$ cat src/verilog/exu_pkg.sv
`default_nettype none

package exu_pkg;

   localparam int xlen       = 32;
   localparam int reg_addr_w = 5;
   localparam int exccode_w  = 6;

   typedef logic [reg_addr_w-1:0] reg_idx_t;
   typedef logic [xlen-1:0]       word_t;
   typedef logic [exccode_w-1:0]  exccode_t;

   // interrupts report code zero
   localparam exccode_t exc_intr = '0;

   ////////////////////////////////////////
   // issue side
   ////////////////////////////////////////

   typedef struct packed {
      reg_idx_t rs1;
      reg_idx_t rs2;
      word_t    rs1_data;
      word_t    rs2_data;
      word_t    imm_shifted;
      logic     b_imm;
      logic     double_read;
   } issue_t;

   typedef struct packed {
      logic     valid;
      logic     lsu_valid;
      logic     lsu_wen;
      reg_idx_t lsu_rd;
      logic     bru_valid;
      logic     mul_valid;
      logic     mul_wen;
      logic     alu_wen;
      reg_idx_t rf_target;
   } unit_req_t;

   // kill-gated unit valids
   typedef struct packed {
      logic lsu;
      logic bru;
      logic mul;
   } unit_valid_t;

   typedef struct packed {
      word_t alu_a;
      word_t alu_b;
      word_t lsu_base;
      word_t lsu_offset;
      word_t lsu_wdata;
   } exec_operands_t;

   ////////////////////////////////////////
   // unit feedback
   ////////////////////////////////////////

   typedef struct packed {
      logic  data_valid;
      logic  wr_fin;
      logic  ale;
      word_t rdata;
   } lsu_resp_t;

   typedef struct packed {
      logic  taken;
      word_t brpc;
      word_t link_pc;
      logic  link_wen;
   } bru_resp_t;

   // one register file write
   typedef struct packed {
      logic     wen;
      reg_idx_t rd;
      word_t    data;
   } wb_t;

   typedef struct packed {
      logic     exception;
      exccode_t exccode;
      logic     crmd_ie;
      logic     timer_intr;
      logic     ext_intr;
   } trap_t;

endpackage

`default_nettype wire

$ cat src/verilog/exu_ctl_top.sv
`timescale 1ns/100ps
`default_nettype none

module exu_ctl_top (
   input  wire                      clk,
   input  wire                      arst_n,
   input  wire exu_pkg::issue_t     issue,
   input  wire exu_pkg::unit_req_t  req,
   input  wire exu_pkg::word_t      alu_res,
   input  wire exu_pkg::word_t      mul_res_m,
   input  wire exu_pkg::lsu_resp_t  lsu_resp,
   input  wire exu_pkg::bru_resp_t  bru_resp,
   input  wire exu_pkg::trap_t      trap,
   output exu_pkg::exec_operands_t  operands,
   output exu_pkg::unit_valid_t     unit_valid,
   output logic                     br_taken,
   output exu_pkg::word_t           brpc,
   output logic                     except,
   output exu_pkg::exccode_t        exccode,
   output logic                     stall_req,
   output exu_pkg::wb_t             wb_w
);
   import exu_pkg::*;

   // M stage copy for forwarding
   wb_t  wb_m;
   logic kill;

   ////////////////////////////////////////
   // operand forwarding
   ////////////////////////////////////////

   operand_bypass u_operand_bypass (
      .issue    (issue),
      .wb_m     (wb_m),
      .wb_w     (wb_w),
      .operands (operands)
   );

   ////////////////////////////////////////
   // issue control
   ////////////////////////////////////////

   issue_ctl u_issue_ctl (
      .clk        (clk),
      .arst_n     (arst_n),
      .req        (req),
      .trap       (trap),
      .lsu_resp   (lsu_resp),
      .bru_taken  (bru_resp.taken),
      .unit_valid (unit_valid),
      .kill       (kill),
      .br_taken   (br_taken),
      .except     (except),
      .exccode    (exccode),
      .stall_req  (stall_req)
   );

   // branch target straight from the branch unit
   assign brpc = bru_resp.brpc;

   ////////////////////////////////////////
   // writeback
   ////////////////////////////////////////

   wb_select u_wb_select (
      .clk       (clk),
      .arst_n    (arst_n),
      .req       (req),
      .kill      (kill),
      .alu_res   (alu_res),
      .mul_res_m (mul_res_m),
      .bru_resp  (bru_resp),
      .lsu_resp  (lsu_resp),
      .wb_m      (wb_m),
      .wb_w      (wb_w)
   );

endmodule

`default_nettype wire

$ cat src/verilog/issue_ctl.sv
`timescale 1ns/100ps
`default_nettype none

module issue_ctl (
   input  wire                      clk,
   input  wire                      arst_n,
   input  wire exu_pkg::unit_req_t  req,
   input  wire exu_pkg::trap_t      trap,
   input  wire exu_pkg::lsu_resp_t  lsu_resp,
   input  wire                      bru_taken,
   output exu_pkg::unit_valid_t     unit_valid,
   output logic                     kill,
   output logic                     br_taken,
   output logic                     except,
   output exu_pkg::exccode_t        exccode,
   output logic                     stall_req
);
   import exu_pkg::*;

   logic prev_valid;
   logic valid_rise;
   logic intr_pend;
   logic intr_take;
   logic lsu_fin;
   logic lsu_pending;

   ////////////////////////////////////////
   // interrupt acceptance
   ////////////////////////////////////////

   always_ff @(posedge clk or negedge arst_n) begin
      if (!arst_n) begin
         prev_valid <= 1'b0;
      end else begin
         prev_valid <= req.valid;
      end
   end

   assign valid_rise = req.valid & ~prev_valid;

   // ext_intr is treated like the timer line
   assign intr_pend = (trap.timer_intr | trap.ext_intr) & trap.crmd_ie;
   assign intr_take = intr_pend & valid_rise;

   // ale stays out of kill, it depends on the gated lsu valid
   assign kill = intr_take;

   ////////////////////////////////////////
   // unit valids and exceptions
   ////////////////////////////////////////

   always_comb begin
      unit_valid.lsu = req.lsu_valid & ~kill;
      unit_valid.bru = req.bru_valid & ~kill;
      unit_valid.mul = req.mul_valid & ~kill;
   end

   assign br_taken = unit_valid.bru & bru_taken;

   // single cycle pulse toward fetch
   assign except = trap.exception | lsu_resp.ale | intr_take;

   // interrupt takes priority, the faulting instruction replays
   assign exccode = intr_take ? exc_intr : trap.exccode;

   ////////////////////////////////////////
   // load/store stall
   ////////////////////////////////////////

   // ale aborts the access, so it also ends the stall
   assign lsu_fin = lsu_resp.data_valid | lsu_resp.wr_fin | lsu_resp.ale;

   always_ff @(posedge clk or negedge arst_n) begin
      if (!arst_n) begin
         lsu_pending <= 1'b0;
      end else begin
         lsu_pending <= (unit_valid.lsu | lsu_pending) & ~lsu_fin;
      end
   end

   // high from issue through the finish cycle
   assign stall_req = unit_valid.lsu | lsu_pending;

endmodule

`default_nettype wire

$ cat src/verilog/operand_bypass.sv
`timescale 1ns/100ps
`default_nettype none

module operand_bypass (
   input  wire exu_pkg::issue_t    issue,
   input  wire exu_pkg::wb_t       wb_m,
   input  wire exu_pkg::wb_t       wb_w,
   output exu_pkg::exec_operands_t operands
);
   import exu_pkg::*;

   word_t rs1_byp;
   word_t rs2_byp;
   logic  rs2_no_fwd;

   ////////////////////////////////////////
   // forwarding
   ////////////////////////////////////////

   // M is younger than W, so it wins
   function automatic word_t fwd_src(
      input reg_idx_t rs,
      input word_t    rf_data,
      input logic     no_fwd,
      input wb_t      m,
      input wb_t      w
   );
      word_t res;
      res = rf_data;
      // x0 never bypassed
      if (!no_fwd && (rs != '0)) begin
         if (m.wen && (m.rd == rs)) begin
            res = m.data;
         end else if (w.wen && (w.rd == rs)) begin
            res = w.data;
         end
      end
      return res;
   endfunction

   // rs2 slot carries an immediate or a load/store register offset
   assign rs2_no_fwd = issue.b_imm | issue.double_read;

   assign rs1_byp = fwd_src(issue.rs1, issue.rs1_data, 1'b0, wb_m, wb_w);
   assign rs2_byp = fwd_src(issue.rs2, issue.rs2_data, rs2_no_fwd, wb_m, wb_w);

   ////////////////////////////////////////
   // routing to units
   ////////////////////////////////////////

   always_comb begin
      operands.alu_a    = rs1_byp;
      operands.alu_b    = rs2_byp;
      operands.lsu_base = rs1_byp;
      // register offset or scaled immediate
      if (issue.double_read) begin
         operands.lsu_offset = rs2_byp;
      end else begin
         operands.lsu_offset = issue.imm_shifted;
      end
      // store data
      operands.lsu_wdata = rs2_byp;
   end

endmodule

`default_nettype wire

$ cat src/verilog/wb_select.sv
`timescale 1ns/100ps
`default_nettype none

module wb_select (
   input  wire                      clk,
   input  wire                      arst_n,
   input  wire exu_pkg::unit_req_t  req,
   input  wire                      kill,
   input  wire exu_pkg::word_t      alu_res,
   input  wire exu_pkg::word_t      mul_res_m,
   input  wire exu_pkg::bru_resp_t  bru_resp,
   input  wire exu_pkg::lsu_resp_t  lsu_resp,
   output exu_pkg::wb_t             wb_m,
   output exu_pkg::wb_t             wb_w
);
   import exu_pkg::*;

   // E to M
   word_t    alu_res_q;
   reg_idx_t rf_target_q;
   logic     alu_wen_q;
   logic     mul_valid_q;
   logic     mul_wen_q;
   word_t    link_pc_q;
   logic     bru_wen_q;

   // load destination
   logic     lsu_issue;
   reg_idx_t lsu_rd_hold;
   logic     lsu_wen_hold;

   // M to W
   logic     wen_w_q;
   reg_idx_t rd_w_q;
   word_t    data_w_q;

   ////////////////////////////////////////
   // E to M registers
   ////////////////////////////////////////

   always_ff @(posedge clk or negedge arst_n) begin
      if (!arst_n) begin
         alu_wen_q   <= 1'b0;
         mul_valid_q <= 1'b0;
         mul_wen_q   <= 1'b0;
         bru_wen_q   <= 1'b0;
      end else begin
         alu_wen_q   <= req.alu_wen & ~kill;
         mul_valid_q <= req.mul_valid & ~kill;
         mul_wen_q   <= req.mul_wen & ~kill;
         bru_wen_q   <= bru_resp.link_wen & ~kill;
      end
   end

   always_ff @(posedge clk) begin
      alu_res_q   <= alu_res;
      rf_target_q <= req.rf_target;
      link_pc_q   <= bru_resp.link_pc;
   end

   ////////////////////////////////////////
   // load destination hold
   ////////////////////////////////////////

   // loads finish late, keep rd until data_valid
   assign lsu_issue = req.lsu_valid & ~kill;

   always_ff @(posedge clk or negedge arst_n) begin
      if (!arst_n) begin
         lsu_wen_hold <= 1'b0;
      end else if (lsu_issue) begin
         lsu_wen_hold <= req.lsu_wen;
      end
   end

   always_ff @(posedge clk) begin
      if (lsu_issue) begin
         lsu_rd_hold <= req.lsu_rd;
      end
   end

   ////////////////////////////////////////
   // M stage select
   ////////////////////////////////////////

   always_comb begin
      // any unit may claim the write
      wb_m.wen = alu_wen_q | (lsu_wen_hold & lsu_resp.data_valid) | bru_wen_q | mul_wen_q;

      // mul and branch link share the alu destination
      wb_m.rd = lsu_resp.data_valid ? lsu_rd_hold : rf_target_q;

      if (lsu_resp.data_valid) begin
         wb_m.data = lsu_resp.rdata;
      end else if (bru_wen_q) begin
         wb_m.data = link_pc_q;
      end else if (mul_valid_q) begin
         wb_m.data = mul_res_m;
      end else begin
         wb_m.data = alu_res_q;
      end
   end

   ////////////////////////////////////////
   // W stage
   ////////////////////////////////////////

   always_ff @(posedge clk or negedge arst_n) begin
      if (!arst_n) begin
         wen_w_q <= 1'b0;
      end else begin
         wen_w_q <= wb_m.wen;
      end
   end

   always_ff @(posedge clk) begin
      rd_w_q   <= wb_m.rd;
      data_w_q <= wb_m.data;
   end

   // register file write port
   always_comb begin
      wb_w.wen  = wen_w_q;
      wb_w.rd   = rd_w_q;
      wb_w.data = data_w_q;
   end

endmodule

`default_nettype wire
$ cat config.mk
export PLATFORM = sky130hd
export DESIGN_NAME = exu_ctl_top
export DESIGN_NICKNAME = d
export VERILOG_FILES = /design/src/verilog/exu_pkg.sv /design/src/verilog/exu_ctl_top.sv /design/src/verilog/issue_ctl.sv /design/src/verilog/operand_bypass.sv /design/src/verilog/wb_select.sv
export SDC_FILE = /design/constraint.sdc
export NUM_CORES = 1
export LEC_CHECK = 0
export BUFFER_PORTS_ARGS = -buffer_cell sky130_fd_sc_hd__buf_2
export CORE_AREA = 2 2 213 215
export DETAILED_ROUTE_END_ITERATION = 8
export DIE_AREA = 0 0 215 217
export PLACE_DENSITY = 0.38
export SETUP_SLACK_MARGIN = 0.5
export SYNTH_ARGS = -nofsm -noshare
export SYNTH_HDL_FRONTEND = slang
export SYNTH_HIERARCHICAL = 1
export SYNTH_SLANG_ARGS = --single-unit
$ cat constraint.sdc
create_clock -name clk -period 4.8 [get_ports clk]
set_input_delay 0.72 -clock clk [delete_from_list [all_inputs] [get_ports clk]]
set_output_delay 0.72 -clock clk [all_outputs]
set_load 0.01 [all_outputs]
==> flow_summary.toml <==
[global_route]
overflow = 0
antenna_found_initial = 9
grtUsageTotal_pct = 13.3
gr-usage-met2_pct = 23.6
grt.busiest_layer = "met2"
grt_pass1_vias = 6376
met1_usage_pct = 15.0
grt_pass1_wl_um = 43900
grt_use_met3_pct = 3.26
grt_max_degree = 44

[synth]
async_flop_share_pct = 6.72
synth_seq_cells = 119
yosysSeqAreaShare_pct = 35.7
yosysTopAreaCellShare_pct = 30.7
synthDistinctLibCells = 40
avgSynthCellArea_um2 = 11.0
synthXorXnorAreaFrac_pct = 2.53
synth_compound_area_share_pct = 24.9
synth_warnings = 6
syn_area_mm2 = 0.00692
syn_inst = 626
synthFlopType = "dfxtp_1"
synth.area.mux_share_pct = 10.8
syn-num-nets = 928
synth_area_leader_cell = "dfxtp_1"
synth_edf_count = 5
yosys.area_share.simple_pct = 10.6
synth_fa_ha_area_share_pct = 0
synth_top_family_by_area = "compound AO/OA/AOI/OAI gates"
synthTopCellsByArea = "dfxtp_1 (31%), buf_4 (11%), a2bb2oi_2 (8.7%)"

[sta]
hold_violations = 0
setup_viol = 0
fmax_ghz = 0.242
max_slew_margin_pct = 39.5
hold-worst-slack_ns = 0.132
tns_ns = 0
drv_slew = 0
worst_slack_ns = 0.674
finClkSkew_ns = 0.0104
period_share_pct = 85.9
period_needed_ns = 4.13
max_slew.worst_pin.slew_ns = 0.904
rsz0062_at_grt = "no"

[clock_network]
root_buffer = "clkbuf_16"
h-tree-depth = 4
clk_latency_ns = 0.44
cts.path.max_buffers = 2
cts_tree = "built"
numClockSinks = 119
cts_resized = 0
path_clk_slew_ns = 0.06
numCtsBuffers = 17
cts_hold_buf = 0
cts_setup_buffers = 0

[route]
drtIter0Drc = 215
wl_per_cell_um = 19.8
drc = 0
drtPass1Iterations = 4
ant_nets = 0
vias_per_cell = 3.90
wl_um = 32000
vias = 6299

[worst_setup_path]
cp.arrival_ns = 3.41
crit_type = "primary input to output port"
crit_required_ns = 4.08
endpoint_kind = "output port"
cp-start-kind = "primary input"
path_max_fanout = 30

[hold_path]
hp-class = "primary input to async pin"

[floorplanning]
die_h_um = 217
core-area_mm2 = 0.0447
fp.dieW_um = 215
rows = 78
start_util_pct = 15.5
dieArea_mm2 = 0.0467
io_pins = 544

[power]
leakage_nw = 4.34
irDropWorstVdd_v = 0.000177
power.density_mw_per_mm2 = 322

[finish]
drive_gt1_share_pct = 65.5
fin_util_pct = 22.0
syn2layout_area_growth_pct = 42.0
nNetsFinal = 1299
layout.cells.non_filler = 1617

[status]
status = "complete, no violations"

[run]
drv_cap = 0

[place]
portBuffers = 479
gp_congestion = 0.755
dp_hpwl_um = 24700
placedCellCount = 1578
pre_cts_ws_ns = 0.523
-- routing by layer --
metal | part of all wire (%) | up-vias
li1 | - | 2976
met1 | 40 | 2937
met2 | 51 | 336
met3 | 6.4 | 48
met4 | 3.0 | 2
met5 | 0.041 | -
-- layout by cell type, fill, tap and decap left out, types with 3 or more instances in the layout --
| master | count |
|---|---|
| mux2i_1 | 32 |
| nor2_1 | 4 |
| buf_4 | 19 |
| a2bb2oi_1 | 23 |
| a2bb2oi_2 | 40 |
| dfrtp_1 | 6 |
| xor2_1 | 10 |
| inv_1 | 4 |
| o22ai_1 | 64 |
| nor3b_2 | 17 |
| nor3b_1 | 15 |
| xnor2_1 | 10 |
| nor2b_1 | 44 |
| edfxtp_1 | 5 |
| clkbuf_16 | 17 |
| diode_2 | 7 |
| clkinv_1 | 3 |
| buf_2 | 478 |
| a211oi_2 | 31 |
| mux2_1 | 5 |
| mux2_2 | 33 |
| nand2_1 | 4 |
| bufinv_16 | 3 |
| clkinvlp_4 | 5 |
| dfxtp_1 | 106 |
-- report_power, final --
group,switching [mW],internal (mW)
Combinational,0.391,0.340
Clock,0.509,0.808
Sequential,0.0437,1.07
-- stage by stage --
| stage | instance area, µm² | power [mW] |
|---|---|---|
| floorplan | 6920 | 1.60 |
| global placement | 9220 | 1.88 |
| detailed placement | 9220 | 1.87 |
| CTS | 9800 | 3.23 |
| global route | 9820 | 3.32 |
| finish | 9820 | 3.16 |
-- cell families (layout without fill, tap and decap cells) --
logic type | Yosys count | after routing
AND/OR/NAND/NOR | 99 | 99
other | 0 | 7
flip-flops | 119 | 119
buffers and inverters | 150 | 534
AO/OA/AOI/OAI | 168 | 168
XOR/XNOR | 20 | 20
multiplexers | 70 | 70
-- area by class of cell --
cell class                      instances  area, µm²
Antenna cell                            7       17.5
Fill cell                            4973      34900
Multi-Input combinational cell        357       3420
Timing Repair Buffer                  498       2550
Clock inverter                         14        158
Sequential cell                       119       2470
Tap cell                              600        751
Inverter                                4       15.0
Clock buffer                           18        429
-- critical path: stages --
cell       delay [ns]
buf_4            0.30
mux2_1           0.42
xnor2_1          0.19
nand4_1          0.20
or3_2            0.53
buf_4            0.26
o22ai_1          0.39
a2bb2oi_1        0.17
buf_2            0.20
-- path summary, 6_finish.rpt --
check	slack [ns]	end	cells after the start	startpoint
setup / recovery	0.67	operands[31]	9	lsu_resp[34]
hold / removal	0.13	u_issue_ctl/prev_valid	1	arst_n
setup reg to reg	2.71	u_wb_select/lsu_wen_hold	4	u_issue_ctl/prev_valid
hold reg to reg	0.51	u_wb_select/wen_w_q	1	u_wb_select/mul_wen_q
max in group asynchronous	4.45	u_wb_select/mul_valid_q	1	arst_n
min in group clk	0.38	u_wb_select/link_pc_q[29]	1	bru_resp[30]
-- Yosys cell counts, types with 5 or more instances --
library cell and instances:
buf_4 102, clkbuf_1 28, a211oi_2 31, a2bb2oi_2 40
o22ai_1 64, nor3b_1 15, nor2b_1 44, xor2_1 10
dfxtp_1 106, mux2_2 33, mux2i_1 32, nand2_1 5
nor3b_2 17, buf_6 9, xnor2_1 10, a2bb2oi_1 23
mux2_1 5, edfxtp_1 5, dfrtp_1 8
-- registers in the layout (all words and copies together), names as in the netlist --
| name | count |
|---|---|
| u_wb_select/alu_res_q | 32 |
| u_wb_select/data_w_q | 32 |
| u_wb_select/link_pc_q | 32 |
| u_wb_select/lsu_rd_hold | 5 |
| u_wb_select/rd_w_q | 5 |
| u_wb_select/rf_target_q | 5 |
| u_issue_ctl/lsu_pending | 1 |
| u_issue_ctl/prev_valid | 1 |
| u_wb_select/alu_wen_q | 1 |
| u_wb_select/bru_wen_q | 1 |
| u_wb_select/lsu_wen_hold | 1 |
| u_wb_select/mul_valid_q | 1 |
| u_wb_select/mul_wen_q | 1 |
| u_wb_select/wen_w_q | 1 |
No activity file was read; power rests on OpenSTA's default activity.
